[src/dnc_gates_pkg.sv]
package dnc_gates_pkg;

  //////////////////////////////
  // Sizes
  //////////////////////////////

  // Q8.8 gate word
  localparam int GATE_W = 16;

  // One free gate per read head
  localparam int R_HEADS = 4;

  // Write and allocation gates
  localparam int RW_ITEMS = 2;

  // Gates processed per start
  localparam int N_ITEMS = R_HEADS + RW_ITEMS;

  // Item tag and head select widths
  localparam int TAG_W  = $clog2(N_ITEMS);
  localparam int HEAD_W = $clog2(R_HEADS);

  //////////////////////////////
  // PLAN sigmoid constants
  //////////////////////////////

  // 1.0 in Q8.8
  localparam logic [GATE_W-1:0] ONE_Q = GATE_W'(256);

  // Largest magnitude after abs, -32768 folds onto this
  localparam logic [GATE_W-1:0] MAG_MAX = GATE_W'(32767);

  // Region knees, 1.0 / 2.375 / 5.0
  localparam logic [GATE_W-1:0] KNEE_1 = GATE_W'(256);
  localparam logic [GATE_W-1:0] KNEE_2 = GATE_W'(608);
  localparam logic [GATE_W-1:0] KNEE_3 = GATE_W'(1280);

  // Region offsets, 0.5 / 0.625 / 0.84375
  localparam logic [GATE_W-1:0] OFF_1 = GATE_W'(128);
  localparam logic [GATE_W-1:0] OFF_2 = GATE_W'(160);
  localparam logic [GATE_W-1:0] OFF_3 = GATE_W'(216);

  //////////////////////////////
  // Types
  //////////////////////////////

  // Signed Q8.8 value, raw input or sigmoid output
  typedef logic signed [GATE_W-1:0] gate_t;

  // 0 write, 1 allocation, 2.. free gates by head
  typedef logic [TAG_W-1:0] gate_tag_t;

  // Operand into the logistic unit
  typedef struct packed {
    logic      valid;
    gate_tag_t tag;
    gate_t     operand;
  } logistic_req_t;

  // Result out of the logistic unit
  typedef struct packed {
    logic      valid;
    gate_tag_t tag;
    gate_t     result;
  } logistic_rsp_t;

  // Element 0 sits in the upper bits
  typedef gate_t [0:RW_ITEMS-1] rw_gates_t;
  typedef gate_t [0:R_HEADS-1]  free_gates_t;

  // Controller emitted gates before the sigmoid
  typedef struct packed {
    gate_t       write_gate_hat;
    gate_t       allocation_gate_hat;
    free_gates_t free_gates_hat;
  } raw_gates_t;

endpackage

[src/dnc_issue_counter.sv]
`timescale 1ns/1ps

module dnc_issue_counter
  import dnc_gates_pkg::*;
(
  input  logic      clk,
  input  logic      rst_n,
  input  logic      clear,
  input  logic      enable,
  output gate_tag_t index,
  output logic      last
);

  //////////////////////////////
  // Issue index
  //////////////////////////////

  gate_tag_t index_q;

  // Clear wins over enable
  always_ff @(posedge clk or negedge rst_n) begin
    if (!rst_n) begin
      index_q <= '0;
    end else if (clear) begin
      index_q <= '0;
    end else if (enable) begin
      index_q <= index_q + TAG_W'(1);
    end
  end

  //////////////////////////////
  // Outputs
  //////////////////////////////

  // Current item to issue
  assign index = index_q;

  // Final free gate is up next
  assign last = (index_q == TAG_W'(N_ITEMS - 1));

endmodule

[src/dnc_gate_controller.sv]
`timescale 1ns/1ps

module dnc_gate_controller
  import dnc_gates_pkg::*;
(
  input  logic          clk,
  input  logic          rst_n,
  input  logic          start,
  input  raw_gates_t    raw,
  input  gate_tag_t     index,
  input  logic          last,
  input  logistic_rsp_t rsp,
  output logic          cnt_clear,
  output logic          cnt_enable,
  output logistic_req_t req,
  output logic          load_rw,
  output logic          load_free,
  output gate_t         result,
  output logic          ready
);

  typedef enum logic [1:0] {
    ST_IDLE,
    ST_ISSUE,
    ST_DRAIN
  } state_t;

  state_t        state;
  state_t        state_nxt;
  logic          accept;
  logic          done;
  gate_tag_t     head;
  gate_t         operand;

  //////////////////////////////
  // FSM
  //////////////////////////////

  // Start only counts while idle
  assign accept = start && (state == ST_IDLE);

  // Last item has left the pipeline
  assign done = rsp.valid && (rsp.tag == TAG_W'(N_ITEMS - 1));

  always_comb begin
    state_nxt = state;
    case (state)
      ST_IDLE: begin
        if (accept) begin
          state_nxt = ST_ISSUE;
        end
      end
      ST_ISSUE: begin
        // Stop once the final tag goes out
        if (last) begin
          state_nxt = ST_DRAIN;
        end
      end
      ST_DRAIN: begin
        if (done) begin
          state_nxt = ST_IDLE;
        end
      end
      default: state_nxt = ST_IDLE;
    endcase
  end

  always_ff @(posedge clk or negedge rst_n) begin
    if (!rst_n) begin
      state <= ST_IDLE;
    end else begin
      state <= state_nxt;
    end
  end

  // Counter restarts with each run, steps once per issue cycle
  assign cnt_clear  = accept;
  assign cnt_enable = (state == ST_ISSUE);

  assign ready = (state == ST_IDLE);

  //////////////////////////////
  // Operand select
  //////////////////////////////

  always_comb begin
    // Free gate heads start at tag 2
    head    = index - TAG_W'(RW_ITEMS);
    operand = '0;
    if (index == TAG_W'(0)) begin
      operand = raw.write_gate_hat;
    end else if (index == TAG_W'(1)) begin
      operand = raw.allocation_gate_hat;
    end else if (head < TAG_W'(R_HEADS)) begin
      operand = raw.free_gates_hat[head[HEAD_W-1:0]];
    end
  end

  // Tagged request, one per issue cycle
  always_ff @(posedge clk or negedge rst_n) begin
    if (!rst_n) begin
      req <= '0;
    end else begin
      req.valid   <= (state == ST_ISSUE);
      req.tag     <= index;
      req.operand <= operand;
    end
  end

  //////////////////////////////
  // Response routing
  //////////////////////////////

  // Tags 0 and 1 to the rw collector, the rest to free
  assign load_rw   = rsp.valid && (rsp.tag < TAG_W'(RW_ITEMS));
  assign load_free = rsp.valid && (rsp.tag >= TAG_W'(RW_ITEMS));

  // Both collectors see the same word
  assign result = rsp.result;

endmodule

[src/dnc_scalar_logistic.sv]
`timescale 1ns/1ps

module dnc_scalar_logistic
  import dnc_gates_pkg::*;
(
  input  logic          clk,
  input  logic          rst_n,
  input  logistic_req_t req,
  output logistic_rsp_t rsp
);

  // Which linear piece applies
  typedef enum logic [1:0] {
    RG_LIN1,
    RG_LIN2,
    RG_LIN3,
    RG_SAT
  } region_t;

  // Stage one holding register
  typedef struct packed {
    logic              valid;
    gate_tag_t         tag;
    logic              neg;
    logic [GATE_W-1:0] mag;
    region_t           region;
  } stage1_t;

  stage1_t           s1;
  logic              in_neg;
  logic [GATE_W-1:0] in_mag;
  region_t           in_region;
  logic [GATE_W-1:0] y;
  logic [GATE_W-1:0] y_signed;

  //////////////////////////////
  // Stage one
  //////////////////////////////

  always_comb begin
    in_neg = req.operand[GATE_W-1];
    // Saturating abs, most negative value has no positive twin
    if (req.operand == gate_t'({1'b1, {(GATE_W-1){1'b0}}})) begin
      in_mag = MAG_MAX;
    end else if (in_neg) begin
      in_mag = GATE_W'(-req.operand);
    end else begin
      in_mag = GATE_W'(req.operand);
    end
    // Region by magnitude
    if (in_mag < KNEE_1) begin
      in_region = RG_LIN1;
    end else if (in_mag < KNEE_2) begin
      in_region = RG_LIN2;
    end else if (in_mag < KNEE_3) begin
      in_region = RG_LIN3;
    end else begin
      in_region = RG_SAT;
    end
  end

  always_ff @(posedge clk or negedge rst_n) begin
    if (!rst_n) begin
      s1 <= '0;
    end else begin
      s1.valid  <= req.valid;
      s1.tag    <= req.tag;
      s1.neg    <= in_neg;
      s1.mag    <= in_mag;
      s1.region <= in_region;
    end
  end

  //////////////////////////////
  // Stage two
  //////////////////////////////

  always_comb begin
    case (s1.region)
      RG_LIN1: y = (s1.mag >> 2) + OFF_1;
      RG_LIN2: y = (s1.mag >> 3) + OFF_2;
      RG_LIN3: y = (s1.mag >> 5) + OFF_3;
      default: y = ONE_Q;
    endcase
    // Sigmoid symmetry, f(-x) = 1 - f(x)
    y_signed = s1.neg ? (ONE_Q - y) : y;
  end

  // Tag stays glued to its result
  always_ff @(posedge clk or negedge rst_n) begin
    if (!rst_n) begin
      rsp <= '0;
    end else begin
      rsp.valid  <= s1.valid;
      rsp.tag    <= s1.tag;
      rsp.result <= gate_t'(y_signed);
    end
  end

endmodule

[src/dnc_gate_collector.sv]
`timescale 1ns/1ps

module dnc_gate_collector
  import dnc_gates_pkg::*;
#(
  parameter type T = rw_gates_t
)
(
  input  logic  clk,
  input  logic  rst_n,
  input  logic  load,
  input  gate_t gate,
  output T      value
);

  // Gates held by this payload
  localparam int N = $bits(T) / GATE_W;

  //////////////////////////////
  // Shift register
  //////////////////////////////

  // Element N-1 is the oldest entry
  gate_t [N-1:0] shreg;

  // New gate enters at the bottom
  always_ff @(posedge clk or negedge rst_n) begin
    if (!rst_n) begin
      shreg <= '0;
    end else if (load) begin
      shreg[0] <= gate;
      for (int i = 1; i < N; i++) begin
        shreg[i] <= shreg[i-1];
      end
    end
  end

  // First loaded lands in element 0 of T
  assign value = T'(shreg);

endmodule

[src/dnc_interface_gates.sv]
`timescale 1ns/1ps

module dnc_interface_gates
  import dnc_gates_pkg::*;
(
  input  logic        clk,
  input  logic        rst_n,
  input  logic        start,
  input  raw_gates_t  raw,
  output logic        ready,
  output gate_t       write_gate,
  output gate_t       allocation_gate,
  output free_gates_t free_gates
);

  //////////////////////////////
  // Signals
  //////////////////////////////

  // Issue counter
  logic          cnt_clear;
  logic          cnt_enable;
  gate_tag_t     index;
  logic          last;

  // Logistic unit
  logistic_req_t req;
  logistic_rsp_t rsp;

  // Collectors
  logic          load_rw;
  logic          load_free;
  gate_t         result;
  rw_gates_t     rw_value;

  //////////////////////////////
  // Body
  //////////////////////////////

  // g(t) = sigmoid(g^(t)) for every interface gate
  dnc_gate_controller dnc_gate_controller_i (
    .clk        (clk),
    .rst_n      (rst_n),
    .start      (start),
    .raw        (raw),
    .index      (index),
    .last       (last),
    .rsp        (rsp),
    .cnt_clear  (cnt_clear),
    .cnt_enable (cnt_enable),
    .req        (req),
    .load_rw    (load_rw),
    .load_free  (load_free),
    .result     (result),
    .ready      (ready)
  );

  dnc_issue_counter dnc_issue_counter_i (
    .clk    (clk),
    .rst_n  (rst_n),
    .clear  (cnt_clear),
    .enable (cnt_enable),
    .index  (index),
    .last   (last)
  );

  // Shared two stage sigmoid
  dnc_scalar_logistic dnc_scalar_logistic_i (
    .clk   (clk),
    .rst_n (rst_n),
    .req   (req),
    .rsp   (rsp)
  );

  // Write and allocation gates
  dnc_gate_collector #(
    .T (rw_gates_t)
  ) dnc_rw_collector_i (
    .clk   (clk),
    .rst_n (rst_n),
    .load  (load_rw),
    .gate  (result),
    .value (rw_value)
  );

  // Free gates in head order
  dnc_gate_collector #(
    .T (free_gates_t)
  ) dnc_free_collector_i (
    .clk   (clk),
    .rst_n (rst_n),
    .load  (load_free),
    .gate  (result),
    .value (free_gates)
  );

  assign write_gate      = rw_value[0];
  assign allocation_gate = rw_value[1];

endmodule

[config.mk]
export PLATFORM = sky130hd
export DESIGN_NAME = dnc_interface_gates
export DESIGN_NICKNAME = d
export VERILOG_FILES = /design/src/dnc_gates_pkg.sv /design/src/dnc_issue_counter.sv /design/src/dnc_gate_controller.sv /design/src/dnc_scalar_logistic.sv /design/src/dnc_gate_collector.sv /design/src/dnc_interface_gates.sv
export SDC_FILE = /design/constraint.sdc
export NUM_CORES = 1
export LEC_CHECK = 0
export ABC_CLOCK_PERIOD_IN_PS = 4250
export BUFFER_PORTS_ARGS = -buffer_cell sky130_fd_sc_hd__buf_2
export CORE_ASPECT_RATIO = 0.7
export CORE_MARGIN = 2
export CORE_UTILIZATION = 33
export CTS_CLUSTER_DIAMETER = 120
export DETAILED_ROUTE_END_ITERATION = 10
export GPL_TIMING_DRIVEN = 0
export PLACE_DENSITY = 0.56
export SYNTH_ARGS = -nofsm -noshare
export SYNTH_HDL_FRONTEND = slang
export SYNTH_SLANG_ARGS = --single-unit
[constraint.sdc]
create_clock -name clk -period 4.25 [get_ports clk]
set_input_delay 0.85 -clock clk [delete_from_list [all_inputs] [get_ports clk]]
set_output_delay 0.85 -clock clk [all_outputs]
set_load 0.01 [all_outputs]
==> impl_metrics.ini <==
[critical_path]
critical_path_arrival_ns = 2.84
cp_cell_sequence = inv_1, ha_1, a21oi_1, xor2_1, a31oi_1, nand4_1, o311ai_2, nand2_1, xor2_1
crit_path_end_kind = flop
r2r_slack_ns = 1.72
regToRegEndpoint = dnc_scalar_logistic_i.rsp[11]$_DFF_PN0_
crit_path_end = dnc_scalar_logistic_i.rsp[11]$_DFF_PN0_
crit_top_cell = xor2_1
worstSetupPathType = flop to flop
cp_max_fo = 8
worstReg2RegStart = dnc_scalar_logistic_i.s1[11]$_DFF_PN0_
crit_path_start = dnc_scalar_logistic_i.s1[11]$_DFF_PN0_
start_kind = flop
crit_path_top_delay_cell = dfrtp_1
required_ns = 4.56
worst_r2r_path_depth = 9
cpPeakStageDelay_ns = 0.48

[synthesis]
syn-cell-area_mm2 = 0.00754
synth-async-reset-ratio_pct = 100
synthCells = 606
syn_nets = 715
ys_ff_latch = 162
yosysUniqueCellTypes = 59
synth_edf_count = 0
ys.warnings.count = 0
synth-seq-area-share_pct = 53.7
synth_flop_cell = dfrtp_1
avgSynthCellArea_um2 = 12.4

[die]
die_w_um = 185
die_y_um = 130
num_rows = 46
coreArea_mm2 = 0.0226
num_io_pins = 196
design.die.area_mm2 = 0.0241
initial_utilization_pct = 33.4

[place]
place_ws_ns = 1.71
placed_area_mm2 = 0.00895
gp_congestion = 0.818
port_buffers = 195
dp_hpwl_um = 13900
place_inst = 1114

[sta]
finClkSkew_ns = 0.00962
fin_setup_tns_ns = 0
fmax_ghz = 0.396
worst_pin_slew_ns = 0.814
slew_headroom_pct = 45.3
finalHoldViolCount = 0
setup_ws_ns = 1.72
finalSetupViolations = 0
rsz0062_at_grt = false
min_period_over_period_pct = 59.5
drv_slew = 0
fin_crit_ns = 2.53

[detailed_routing]
drc_errors = 0
first_iter_violations = 240
routed_wl_um = 17900
vias_per_cell = 4.74
first_pass_iters = 4
antenna_left = 0
wl_per_cell_um = 15.6
route.vias.total = 5436

[power]
p_leak_nw = 4.73
total_power_w = 0.00758
ir_worst_vdd_mv = 0.359
p_per_area_mw_per_mm2 = 795

[global_route]
grt_max_degree = 120
overflow = 0
grt_pass1_wl_um = 28300
grt_pass1_vias = 5388
grt_usage_pct = 15.3
antenna_found_initial = 0

[clock_tree]
cts_hold_buffers = 0
cts.sinks = 162
cts_setup_buffers = 0
numCtsBuffers = 17
root_buffer = clkbuf_16
cts_resized = 0
cts_tree = done
clockBufferDepth = 2
h-tree-depth = 4
cts.clk_slew.worst_paths_ns = 0.07
insertion_delay_ns = 0.43

[finish]
final_cells = 1146
nets = 930
multi_input_area_mm2 = 0.00328
layout.area.seq_mm2 = 0.00405
antenna_cells = 0
nFillCells = 2196
area_delta_synth_final_pct = 26.4
drive_gt1_share_pct = 43.9
final_area_mm2 = 0.00954

[status]
status = completed

[worst_hold_path]
hp-class = input port to async pin

[job]
maxCapViolCount = 0
## flip-flops by register name, summed over array words and instances (netlist names)
| signal | flops |
|---|---|
| dnc_scalar_logistic_i.s1 | 21 |
| dnc_gate_controller_i.state | 2 |
| dnc_free_collector_i.value | 64 |
| dnc_gate_controller_i.req | 20 |
| dnc_rw_collector_i.value | 32 |
| dnc_scalar_logistic_i.rsp | 20 |
| dnc_issue_counter_i.index | 3 |
## cell type report
type	count	share of cell area, %
Clock inverter	14	1.59
Tap cell	312	4.09
Timing Repair Buffer	196	10.6
Inverter	13	0.512
Clock buffer	18	4.60
Sequential cell	162	42.5
Buffer	34	1.65
Multi-Input combinational cell	397	34.4
## synth_stat cells, types with 3 or more instances
library cell    n  share of area (%)
inv_1          12               0.60
nand2b_1        8               0.66
mux4_2         16                4.8
dfrtp_1       162                 54
xor2_1         19                2.2
o21ai_1         4               0.27
nor2_1         35                1.7
nand2_1        31                1.5
nand3_1        10               0.66
a31oi_1         5               0.41
ha_1           10                1.7
nand3b_1        3               0.30
o21bai_1        3               0.30
mux2_2         99                 15
xnor2_1        17                2.0
o22ai_1         3               0.25
nor2b_1        20                1.7
o31ai_1         4               0.40
o21ai_0        15                1.0
clkbuf_1       22                1.1
buf_2           6               0.40
a21oi_1        41                2.7
nor3_1          5               0.33
mux2i_1         8                1.1
nand4_1         4               0.33
## placed cells by master (no fill, tap or decap), drive strengths merged, types with 16 or more instances in the layout
master | Yosys | layout
xor2 | 19 | 19
inv | 13 | 18
dfrtp | 162 | 162
o21ai | 20 | 20
nor2b | 20 | 20
clkbuf | 22 | 40
buf | 12 | 208
nor2 | 35 | 35
a21oi | 42 | 42
nand2 | 31 | 31
xnor2 | 17 | 17
mux4 | 16 | 16
mux2 | 99 | 99
## critical path: cells and delay by family, from the launching register on
family                   cells  cell delay [ns]
adder cells (fa/ha/maj)      1             0.23
AND/OR/NAND/NOR              2             0.34
AO/OA/AOI/OAI                3             0.99
flip-flops                   1             0.48
buffers and inverters        1             0.11
XOR/XNOR                     2             0.27
## stage by stage
stage / hold slack (ns) / utilization, %
floorplan: 0.331 / -
global placement: 0.332 / 39.5
detailed placement: 0.336 / 39.7
CTS: 0.297 / 42.3
global route: 0.312 / 42.3
finish: 0.302 / 42.3
## per-layer routing
layer  GRT usage, %  vias to the layer above  part of all wire [%]
met4           5.84                        0                   2.0
met1           19.9                     2647                    46
met2           24.5                      180                    46
met5              0                        -                     0
met3           4.46                       21                   6.8
li1               -                     2588                     -
## power breakdown
part / switching, W / internal [W] / total, W
Combinational: 0.00179 / 0.00164 / 0.00342
Sequential: 0.000459 / 0.00218 / 0.00264
Clock: 0.000631 / 0.000887 / 0.00152
## worst min-delay path by stage
stage                                                       from                                    endpoint  slack, ns  cells after the start
after floorplan           dnc_scalar_logistic_i.s1[19]$_DFF_PN0_     dnc_scalar_logistic_i.rsp[16]$_DFF_PN0_       0.33                      0
after global placement    dnc_scalar_logistic_i.s1[22]$_DFF_PN0_     dnc_scalar_logistic_i.rsp[19]$_DFF_PN0_       0.33                      0
after detailed placement  dnc_scalar_logistic_i.s1[22]$_DFF_PN0_     dnc_scalar_logistic_i.rsp[19]$_DFF_PN0_       0.34                      0
after CTS                                                  rst_n  dnc_free_collector_i.value[57]$_DFFE_PN0P_       0.30                      1
after global routing                                       rst_n     dnc_rw_collector_i.value[6]$_DFFE_PN0P_       0.31                      1
final                                                      rst_n    dnc_rw_collector_i.value[27]$_DFFE_PN0P_       0.30                      1
## cell families (layout without fill, tap and decap cells)
kind of cell	count (synthesis)	in the layout	share of synthesized area (%)
flip-flops	162	162	53.7
multiplexers	123	123	20.6
AND/OR/NAND/NOR	126	126	8.39
adder cells (fa/ha/maj)	10	10	1.66
other	1	1	0.0497
AO/OA/AOI/OAI	101	101	8.63
XOR/XNOR	36	36	4.18
buffers and inverters	47	275	2.74
(Power assumes the default switching activity.)
